<file path="src/game_pkg.sv">
`default_nettype none

package game_pkg;

    localparam int N_TILES = 16;
    localparam int N_PAIRS = 8;

    typedef enum logic [1:0] {
        PH_IDLE    = 2'd0,
        PH_PREVIEW = 2'd1,
        PH_PLAY    = 2'd2,
        PH_DONE    = 2'd3
    } phase_t;

    // Tile n holds image n[2:0]; the msb tells the two copies apart
    typedef struct packed {
        logic       copy;
        logic [2:0] image;
    } tile_pair_t;

    typedef union packed {
        logic [3:0] flat;
        tile_pair_t pair;
    } tile_idx_u;

    typedef logic [3:0] pair_cnt_t;

    // Two distinct tiles showing the same picture
    function automatic logic tiles_pair(tile_idx_u a, tile_idx_u b);
        return (a.pair.image == b.pair.image) && (a.pair.copy != b.pair.copy);
    endfunction

endpackage

`default_nettype wire

</file>
<file path="src/keymap_pkg.sv">
`default_nettype none

package keymap_pkg;

    localparam int N_KEYS = 18;

    // Extended-code flag sits in bit 8
    typedef logic [8:0] scan_code_t;
    typedef logic [4:0] key_num_t;

    localparam key_num_t KEY_SHIFT = 5'd16;
    localparam key_num_t KEY_ENTER = 5'd17;
    localparam key_num_t KEY_NONE  = 5'd31;

    localparam scan_code_t SCAN_SHIFT = 9'h012;
    localparam scan_code_t SCAN_ENTER = 9'h05A;

    // Rows 1234 / QWER / ASDF / ZXCV in tile order
    localparam scan_code_t SCAN_TILE [16] = '{
        9'h016, 9'h01E, 9'h026, 9'h025,
        9'h015, 9'h01D, 9'h024, 9'h02D,
        9'h01C, 9'h01B, 9'h023, 9'h02B,
        9'h01A, 9'h022, 9'h021, 9'h02A
    };

endpackage

`default_nettype wire

</file>
<file path="src/game_phase_fsm.sv">
`timescale 1ns/10ps
`default_nettype none

module game_phase_fsm (
    input  logic              clk,
    input  logic              rst,
    input  logic              start,
    input  logic              all_found,
    output game_pkg::phase_t  phase
);
    import game_pkg::*;

    logic   start_q;
    logic   start_edge;
    phase_t next_phase;

    // Held high so a button down through reset is not taken as an edge
    always_ff @(posedge clk or posedge rst) begin
        if (rst) begin
            start_q <= 1'b1;
        end else begin
            start_q <= start;
        end
    end

    assign start_edge = start && !start_q;

    always_comb begin
        next_phase = phase;
        unique case (phase)
            PH_IDLE:    if (start_edge) next_phase = PH_PREVIEW;
            PH_PREVIEW: if (start_edge) next_phase = PH_PLAY;
            PH_PLAY:    if (all_found)  next_phase = PH_DONE;
            PH_DONE:    if (start_edge) next_phase = PH_IDLE;
            default:    next_phase = PH_IDLE;
        endcase
    end

    always_ff @(posedge clk or posedge rst) begin
        if (rst) begin
            phase <= PH_IDLE;
        end else begin
            phase <= next_phase;
        end
    end

    // Only the board can end play
    assert property (@(posedge clk) disable iff (rst)
        (phase == PH_PLAY) && !all_found |=> (phase == PH_PLAY));

    assert property (@(posedge clk) disable iff (rst)
        all_found |-> (phase == PH_PLAY));

endmodule

`default_nettype wire

</file>
<file path="src/key_tracker.sv">
`timescale 1ns/10ps
`default_nettype none

module key_tracker (
    input  logic                 clk,
    input  logic                 rst,
    input  logic                 key_event,
    input  logic                 key_break,
    input  keymap_pkg::scan_code_t key_code,
    output logic                 press,
    output keymap_pkg::key_num_t press_key,
    output keymap_pkg::key_num_t other_key
);
    import keymap_pkg::*;

    key_num_t          code_key;
    logic              code_valid;
    logic              make_new;
    logic              break_held;
    logic [N_KEYS-1:0] held;

    // Two most recent presses still held, newest first
    key_num_t last_key;
    key_num_t prev_key;

    always_comb begin
        code_key = KEY_NONE;
        for (int i = 0; i < $size(SCAN_TILE); i++) begin
            if (key_code == SCAN_TILE[i]) begin
                code_key = key_num_t'(i);
            end
        end
        if (key_code == SCAN_SHIFT) begin
            code_key = KEY_SHIFT;
        end else if (key_code == SCAN_ENTER) begin
            code_key = KEY_ENTER;
        end
    end

    assign code_valid = (code_key != KEY_NONE);

    // Typematic repeats of a key already down do not count as presses
    assign make_new   = key_event && !key_break && code_valid && !held[code_key];
    assign break_held = key_event && key_break && code_valid && held[code_key];

    always_ff @(posedge clk or posedge rst) begin
        if (rst) begin
            held     <= '0;
            last_key <= KEY_NONE;
            prev_key <= KEY_NONE;
            press    <= 1'b0;
        end else begin
            press <= make_new;
            if (make_new) begin
                held[code_key] <= 1'b1;
                last_key       <= code_key;
                prev_key       <= last_key;
            end else if (break_held) begin
                held[code_key] <= 1'b0;
                if (last_key == code_key) begin
                    last_key <= prev_key;
                    prev_key <= KEY_NONE;
                end else if (prev_key == code_key) begin
                    prev_key <= KEY_NONE;
                end
            end
        end
    end

    always_ff @(posedge clk) begin
        if (make_new) begin
            press_key <= code_key;
            other_key <= last_key;
        end
    end

    // Companion is never the pressed key itself, and the pressed key is down
    assert property (@(posedge clk) disable iff (rst)
        press |-> (press_key != KEY_NONE) && (press_key != other_key) && held[press_key]);

endmodule

`default_nettype wire

</file>
<file path="src/memory_game.sv">
`timescale 1ns/10ps
`default_nettype none

module memory_game #(
    parameter logic [game_pkg::N_TILES-1:0] INIT_FLIP_MASK = 16'h6003
) (
    input  logic                          clk,
    input  logic                          rst,
    input  logic                          start,
    input  logic                          hint,
    input  logic                          key_event,
    input  logic                          key_break,
    input  keymap_pkg::scan_code_t        key_code,
    output game_pkg::phase_t              phase,
    output logic                          pass,
    output logic                          move_ready,
    output logic [game_pkg::N_TILES-1:0]  tile_visible,
    output logic [game_pkg::N_TILES-1:0]  tile_flip
);
    import keymap_pkg::*;

    logic     press;
    key_num_t press_key;
    key_num_t other_key;
    logic     all_found;

    key_tracker u_key_tracker (
        .clk       (clk),
        .rst       (rst),
        .key_event (key_event),
        .key_break (key_break),
        .key_code  (key_code),
        .press     (press),
        .press_key (press_key),
        .other_key (other_key)
    );

    game_phase_fsm u_game_phase_fsm (
        .clk       (clk),
        .rst       (rst),
        .start     (start),
        .all_found (all_found),
        .phase     (phase)
    );

    tile_board #(
        .INIT_FLIP_MASK (INIT_FLIP_MASK)
    ) u_tile_board (
        .clk          (clk),
        .rst          (rst),
        .hint         (hint),
        .press        (press),
        .press_key    (press_key),
        .other_key    (other_key),
        .phase        (phase),
        .tile_visible (tile_visible),
        .tile_flip    (tile_flip),
        .move_ready   (move_ready),
        .pass         (pass),
        .all_found    (all_found)
    );

endmodule

`default_nettype wire

</file>
<file path="src/tile_board.sv">
`timescale 1ns/10ps
`default_nettype none

module tile_board #(
    parameter logic [game_pkg::N_TILES-1:0] INIT_FLIP_MASK = '0
) (
    input  logic                           clk,
    input  logic                           rst,
    input  logic                           hint,
    input  logic                           press,
    input  keymap_pkg::key_num_t           press_key,
    input  keymap_pkg::key_num_t           other_key,
    input  game_pkg::phase_t               phase,
    output logic [game_pkg::N_TILES-1:0]   tile_visible,
    output logic [game_pkg::N_TILES-1:0]   tile_flip,
    output logic                           move_ready,
    output logic                           pass,
    output logic                           all_found
);
    import game_pkg::*;
    import keymap_pkg::*;

    logic [N_TILES-1:0] shown;
    logic [N_TILES-1:0] found;
    logic [N_TILES-1:0] flip;
    pair_cnt_t          pair_cnt;
    phase_t             phase_q;

    tile_idx_u tile_a;
    tile_idx_u tile_b;
    tile_idx_u flip_tile;
    logic      hint_play;
    logic      move_en;
    logic      press_tile;
    logic      other_tile;
    logic      shift_combo;
    logic      do_enter;
    logic      do_flip;
    logic      do_pair;
    logic      pair_hit;

    always_comb begin
        tile_a.flat = press_key[3:0];
        tile_b.flat = other_key[3:0];
    end

    assign hint_play = hint && (phase == PH_PLAY);

    // No moves in the cycle play is entered
    assign move_en = press && !hint && (phase == PH_PLAY) && (phase_q == PH_PLAY);

    assign press_tile = press_key < key_num_t'(N_TILES);
    assign other_tile = other_key < key_num_t'(N_TILES);

    assign shift_combo = (press_tile && other_key == KEY_SHIFT) ||
                         (other_tile && press_key == KEY_SHIFT);
    assign flip_tile   = press_tile ? tile_a : tile_b;

    assign do_enter = move_en && (press_key == KEY_ENTER) && !move_ready;
    assign do_flip  = move_en && move_ready && shift_combo && !found[flip_tile.flat];
    assign do_pair  = move_en && move_ready && press_tile && other_tile &&
                      !found[tile_a.flat] && !found[tile_b.flat];

    // Flipped tiles never match, even with the same picture
    assign pair_hit = tiles_pair(tile_a, tile_b) &&
                      !flip[tile_a.flat] && !flip[tile_b.flat];

    always_ff @(posedge clk or posedge rst) begin
        if (rst) begin
            shown      <= '0;
            found      <= '0;
            flip       <= '0;
            pair_cnt   <= '0;
            phase_q    <= PH_IDLE;
            move_ready <= 1'b1;
            pass       <= 1'b0;
            all_found  <= 1'b0;
        end else begin
            phase_q   <= phase;
            all_found <= 1'b0;
            if (phase != phase_q) begin
                move_ready <= 1'b1;
                unique case (phase)
                    PH_IDLE: begin
                        shown    <= '0;
                        found    <= '0;
                        flip     <= '0;
                        pair_cnt <= '0;
                        pass     <= 1'b0;
                    end
                    PH_PREVIEW: begin
                        shown    <= '1;
                        found    <= '0;
                        flip     <= INIT_FLIP_MASK;
                        pair_cnt <= '0;
                        pass     <= 1'b0;
                    end
                    PH_PLAY: begin
                        shown <= '0;
                    end
                    PH_DONE: begin
                        shown    <= '1;
                        found    <= '1;
                        pair_cnt <= pair_cnt_t'(N_PAIRS);
                        pass     <= 1'b1;
                    end
                    default: begin
                        shown <= '0;
                    end
                endcase
            end else if (do_enter) begin
                shown      <= '0;
                move_ready <= 1'b1;
                if (pair_cnt == pair_cnt_t'(N_PAIRS)) begin
                    all_found <= 1'b1;
                end
            end else if (do_flip) begin
                shown[flip_tile.flat] <= 1'b1;
                flip[flip_tile.flat]  <= !flip[flip_tile.flat];
                move_ready            <= 1'b0;
            end else if (do_pair) begin
                shown[tile_a.flat] <= 1'b1;
                shown[tile_b.flat] <= 1'b1;
                move_ready         <= 1'b0;
                if (pair_hit) begin
                    found[tile_a.flat] <= 1'b1;
                    found[tile_b.flat] <= 1'b1;
                    pair_cnt           <= pair_cnt + 1'b1;
                end
            end
        end
    end

    assign tile_visible = hint_play ? '1 : (shown | found);
    assign tile_flip    = hint_play ? '0 : flip;

    // Counter stays in step with the found mask
    assert property (@(posedge clk) disable iff (rst)
        (pair_cnt <= pair_cnt_t'(N_PAIRS)) && ($countones(found) == 2 * pair_cnt));

endmodule

`default_nettype wire
</file>
<file path="config.mk">
export PLATFORM = sky130hd
export DESIGN_NAME = memory_game
export DESIGN_NICKNAME = d
export VERILOG_FILES = /design/src/game_pkg.sv /design/src/keymap_pkg.sv /design/src/game_phase_fsm.sv /design/src/key_tracker.sv /design/src/memory_game.sv /design/src/tile_board.sv
export SDC_FILE = /design/constraint.sdc
export NUM_CORES = 1
export LEC_CHECK = 0
export ABC_AREA = 1
export BUFFER_PORTS_ARGS = -buffer_cell sky130_fd_sc_hd__buf_2
export CAP_MARGIN = 20
export CORE_ASPECT_RATIO = 1.25
export CORE_MARGIN = 1.5
export CORE_UTILIZATION = 45
export DETAILED_ROUTE_END_ITERATION = 10
export GPL_TIMING_DRIVEN = 1
export SLEW_MARGIN = 0
export SYNTH_ARGS = -nofsm -noshare
export SYNTH_HDL_FRONTEND = slang
export SYNTH_HIERARCHICAL = 1
export SYNTH_SLANG_ARGS = --single-unit
</file>
<file path="constraint.sdc">
create_clock -name clk -period 2.25 [get_ports clk]
set_input_delay 0.3375 -clock clk [delete_from_list [all_inputs] [get_ports clk]]
set_output_delay 0.3375 -clock clk [all_outputs]
set_load 0.01 [all_outputs]
</file>
### Yosys cells after proc, flatten, opt, wreduce, memory -nomap -nowiden

Cells that the tools add are included.

* bits of input ports: 15
* bits in latches: 0
* memories: 0
* output and inout port bits: 36
* memory bits (read-only): 0
* register bits after elaboration: 99
* bits in writable memories: 0
* logic and storage cells: 222

* multipliers: 0
* reductions and logical operators: 59
* add/sub/neg operators: 1
* mux-type cells: 87
* div/mod/pow operators: 0
* order comparisons: 10
* equality and inequality tests: 40
* shifts and indexed selects: 0
* bitwise gates (word level): 9

Operators with widths (count)
* 2-to-1 mux 16 bit: 14
* 2-to-1 mux 5 bit: 25
* bitwise OR 16 bit: 6
* case mux 16 bit (2 select lines): 3
* == test 9 x 6 -> 1 bit, second input constant: 9
* == test 9 x 5 -> 1 bit, second input constant: 8
* 2-to-1 mux 18 bit: 2
* logical AND 1 bit: 29
* binary-select mux 1 bit (select 4 bit): 6
* 2-to-1 mux 4 bit: 6
* AND 18 bit: 1
* 2-to-1 mux 1 bit: 18
* inverter 18 bit: 1
* bitwise OR 18 bit: 1
* bitwise mux 16 bit: 1
* == test 5 bit, second input constant: 3
* less-than comparator 4 x 5 -> 1 bit, second input constant: 3
* demux 1 bit (select 4 bit): 3
* >= comparator 4 x 1 -> 1 bit, second input constant: 3
* nonzero test 2 bit: 6
* logical NOT 1 bit: 11
* == test 5 bit: 2
* less-than comparator 5 bit, second input constant: 2
* == test 9 x 7 -> 1 bit, second input constant: 1
* other kinds (28): 42

### Logic depth before layout (Yosys ltp)

* depth in word-level cells: 27
* mapped depth: 23
* depth with buffers taken out: 22

### By module

The synthesis kept the hierarchy.

By module, submodules not included
* tile_board: cells an instance 786, instances 1, seq. area each 1427.6 µm², area an instance 4672.0 µm²
* key_tracker: cells an instance 361, instances 1, seq. area each 1038.5 µm², area an instance 2573.7 µm²
* game_phase_fsm: cells an instance 26, instances 1, seq. area each 76.3 µm², area an instance 207.7 µm²

### Worst setup path before layout

Ideal clock, no wire load.

* kind: input port to flip-flop
* from: in key_code[3]
* to: reg u_key_tracker.other_key[0], enable pin
* data arrival time: 2.077 ns
* slack: -0.139 ns
* data required time: 1.937 ns
* stages: 17
* buffers on the path: 2
* setup time: 0.313 ns
* path through: inv_1 -> nor2_1 -> nand2_2 -> nor3_1 -> nand3_1 -> inv_2 -> nor2_1 -> nand4_2 -> buf_6 -> nand3_1 -> nand2_1 -> nor2_1 -> nor2_1 -> nor2_4 -> nand3_4 -> clkinv_4 -> buf_4

* cells in the longest elaborated chain, start to end: 23
* elaborated cells between the ends (all ways): 42
* those cells by class: eq/ne (19); mux (20); reduce/logical (3)

RTL lines
* start, declared: RTL line memory_game.sv:13 `input keymap_pkg::scan_code_t key_code,`
* == test 9 x 5 -> 1 bit: RTL line key_tracker.sv:29 `if (key_code == SCAN_TILE[i]) begin`
* 2-to-1 mux 5 bit (16 in a row): RTL line key_tracker.sv:29
* 2-to-1 mux 5 bit: RTL line key_tracker.sv:35 `end else if (key_code == SCAN_ENTER) begin`
* 2-to-1 mux 5 bit (*): RTL line key_tracker.sv:33 `if (key_code == SCAN_SHIFT) begin`
* binary-select mux 1 bit (select 5 bit): RTL line key_tracker.sv:43 `assign make_new = key_event && !key_break && code_valid && !held[code_key];`
* 2-to-1 mux 1 bit (implied by the code): RTL line key_tracker.sv:43
* logical NOT 1 bit: RTL line key_tracker.sv:43
* logical AND 1 bit (*): RTL line key_tracker.sv:43
* net u_key_tracker.make_new: RTL line key_tracker.sv:18 `logic make_new;`
* end signal, assigned: RTL line key_tracker.sv:73 `other_key <= last_key;`
* end, declared: RTL line key_tracker.sv:12 `output keymap_pkg::key_num_t other_key`

The timed path passes the listed nets; every way through them passes the cells marked *. The select of a mux whose other input is x is not followed.
A chain may end at the register's enable or synchronous reset.

### Worst setup path after layout

* from: in key_code[0]
* to: reg u_key_tracker.prev_key[3]

* cells in the longest elaborated chain, start to end: 25
* elaborated cells between the ends (all ways): 52
* those cells by class: eq/ne (21); mux (23); reduce/logical (8)

RTL lines
* == test 9 x 5 -> 1 bit: RTL line key_tracker.sv:29
* 2-to-1 mux 5 bit (16 in a row): RTL line key_tracker.sv:29
* 2-to-1 mux 5 bit: RTL line key_tracker.sv:35
* 2-to-1 mux 5 bit (*): RTL line key_tracker.sv:33
* binary-select mux 1 bit (select 5 bit): RTL line key_tracker.sv:43, key_tracker.sv:44
* 2-to-1 mux 1 bit (implied by the code): RTL line key_tracker.sv:43, key_tracker.sv:44
* logical NOT 1 bit: RTL line key_tracker.sv:43
* logical AND 1 bit: RTL line key_tracker.sv:43
* nonzero test 3 bit (no line) / nonzero test 2 bit (equally long branches)
* AND reduction 2 bit (no line)
* end signal, assigned: RTL line key_tracker.sv:57 `prev_key <= last_key;`
* end, declared: RTL line key_tracker.sv:24 `key_num_t prev_key;`

Mark *: on every way between the ends. The rest lies on a longest branch, timed or not. The select of a mux whose other input is x is not followed.

==> impl_metrics.json <==
{
  "start_kind": "input port",
  "grt_start_max_net_pins": 42,
  "final_common_cell": "nand2_1",
  "power_leakage_nw": 5.50,
  "r2r_end": "u_tile_board/found[9]",
  "grt_first_pass_wirelength_um": 40700,
  "die_w_um": 118,
  "area_delta_synth_final_pct": 39.0,
  "nFillCells": 1466,
  "ff2ff_path_depth": 14,
  "hold_start": "start",
  "wl_per_cell_um": 16.6,
  "whs_path_depth": 1,
  "p_per_area_nw_per_um2": 965,
  "synth_area_per_cell_sq_um": 6.35,
  "relSlewSlack_pct": 42.4,
  "start_util_pct": 46.0,
  "die_y_um": 147,
  "arrival_ps": 2610,
  "portBuffers": 50,
  "rows": 52,
  "nNetsFinal": 1380,
  "grtUsageTotal_pct": 29.4,
  "layout_common_cells": "nand2_1, buf_4, inv_1, nand3_1, o21ai_0",
  "synth-seq-cells": 99,
  "gp_congestion": 0.977,
  "drive_gt1_share_pct": 30.7,
  "syn_area_sq_um": 7450,
  "skew_ps": 9.29,
  "async_flop_share_pct": 89.9,
  "grt_pass1_vias": 8221,
  "sw_frac_of_total_pct": 46.1,
  "slew_viol_final": 0,
  "endpoint_kind": "register",
  "fin_crit_sh_pct": 102,
  "stdcell_count": 1580,
  "synthCells": 1173,
  "dieArea_sq_um": 17300,
  "hold_viol": 0,
  "power_frac_seq_pct": 25.2,
  "hpwlAfterDp_um": 18500,
  "rsz0062_at_grt": "yes",
  "p_sw_mw": 4.61,
  "firstDrtPassIters": 5,
  "cts.sinks": 99,
  "clock.fmax_ghz": 0.434,
  "hp-class": "in2reg",
  "tightest_slew_ps": 864,
  "pwr-share-clk_pct": 16.5,
  "dpl.cell_count": 1521,
  "p_comb_share_pct": 58.4,
  "synth_flop_cell": "dfrtp_1",
  "power.internal_mw": 5.39,
  "violations": "setup timing",
  "ios": 51,
  "vias": 8529,
  "clk_latency_ps": 370,
  "syn_nets": 1194,
  "power_mw": 9.99,
  "r2r_start": "u_key_tracker/other_key[0]",
  "grt_overflow": 0,
  "core_sq_um": 16200,
  "ff2ff_setup_slack_ps": 10,
  "viasPerCell": 5.40,
  "crit_required_ps": 2560,
  "synth.distinct_cells": 42,
  "ant_nets": 0,
  "path_class": "in2reg",
  "grt_antenna_before_repair": 0,
  "yosys_warnings": 6,
  "diodes": 0,
  "fin_ws_ps": -52.5,
  "cts_tree": "yes",
  "setup_violations": 10,
  "root_buffer": "clkbuf_16",
  "synth_seq_area_share_pct": 34.1,
  "cts_buffers": 9,
  "drc": 0,
  "finalCriticalPeriod_ps": 2300,
  "min_to": "u_game_phase_fsm/start_q",
  "path_clk_slew_ps": 70,
  "critPathMaxFanout": 8,
  "final.setup.tns_ps": -210,
  "synth_edf_count": 10,
  "status": "finished, violations left",
  "ir_drop_mv": 0.494,
  "drt-total-wl_um": 26200,
  "drv_cap": 0,
  "clock_path_buffers": 2,
  "drt_iter0_drc": 527,
  "cts-htree-levels": 3
}
[cells in the mapped netlist, types with 10 or more instances]
library cell,count,area [sq um]
o21ai_0,98,490
o21ai_1,26,130
clkbuf_1,14,52.6
nand4_1,25,156
inv_1,128,480
dfrtp_1,77,1930
nand3_1,111,556
nand2_1,436,1640
inv_2,10,37.5
nor2_1,103,387
nor2_2,10,62.6
buf_6,11,124
dfstp_2,12,315
nor3_1,12,60.1
edfxtp_1,10,300
o22ai_1,10,62.6
[power by group through the flow]
stage / Combinational (mW) / Clock, mW / Sequential, mW
2_1_floorplan: 3.11 / 0 / 2.46
3_5_place_dp: 4.57 / 0 / 2.54
5_1_grt: 6.37 / 1.74 / 2.56
6_report: 5.83 / 1.65 / 2.52
4_1_cts: 4.65 / 1.68 / 2.51
3_3_place_gp: 4.50 / 0 / 2.53
[per-stage QoR]
step,cell area [sq um],hold slack (ps),worst slack [ps],utilization (%)
final,10400,82.0,-52.5,63.9
after global routing,10400,82.3,-166,63.9
after CTS,9570,76.3,-11.9,59.1
after detailed placement,8740,248,-618,54.0
after global placement,8740,248,-643,54.0
after floorplan,7520,90.4,-49.8,-
[layer usage]
layer  share of wire, %  GRT usage, %
met5                  0             0
met2                 53          54.4
met4                4.4          15.4
met3                5.4          3.73
met1                 37          32.8
[worst max path at each step]
| stage | from | to | cells past startpoint |
|---|---|---|---|
| global route | key_code[0] | u_key_tracker/prev_key[3] | 23 |
| CTS | key_code[4] | u_key_tracker/last_key[0] | 20 |
| detailed placement | key_code[8] | u_key_tracker/last_key[0] | 16 |
| finish | key_code[0] | u_key_tracker/prev_key[3] | 19 |
| floorplan | key_code[8] | u_key_tracker/other_key[0] | 16 |
| global placement | key_code[8] | u_key_tracker/last_key[0] | 16 |
[cell families (layout without fill, tap and decap cells)]
| logic type | count (synthesis) | in the layout | share of synthesized area [%] |
|---|---|---|---|
| AO/OA/AOI/OAI | 149 | 149 | 10.6 |
| buffers and inverters | 179 | 370 | 10.7 |
| AND/OR/NAND/NOR | 729 | 729 | 42.3 |
| flip-flops | 99 | 99 | 34.1 |
| XOR/XNOR | 11 | 11 | 1.29 |
| adder cells (fa/ha/maj) | 6 | 6 | 1.01 |
[critical path, cell delays in order]
cell and delay [ps]:
buf_12 90, inv_6 40, nand2_4 80, inv_4 50
buf_4 130, nand4_1 140, nand2_2 130, nor2_4 140
nand4_4 190, buf_4 190, nand2_1 120, nand3_2 120
nand3_4 130, nand3_4 150, nand2_8 150, buf_6 130
buf_6 120, nand3_2 80, nand2_1 70
[area by class of cell]
class / instances / area (sq um) / share of cell area (%)
tap: 216 / 270 / 2.61
clock inverter: 7 / 83.8 / 0.809
sequential: 99 / 2540 / 24.5
multi-input combinational: 895 / 4810 / 46.4
clock buffer: 9 / 225 / 2.17
timing repair buffer: 215 / 1860 / 18.0
inverter: 139 / 568 / 5.48
[repair_timing]
action | in CTS | in global routing
endpoints found under the hold margin | 2 | 0
setup buffers | 19 | 16
hold buffers | 1 | 0
endpoints found under the setup margin | 75 | 92
cloned | 1 | 7
resized for setup | 82 | 148
pin swaps | 38 | 41
No activity file was read; power rests on OpenSTA's default activity.
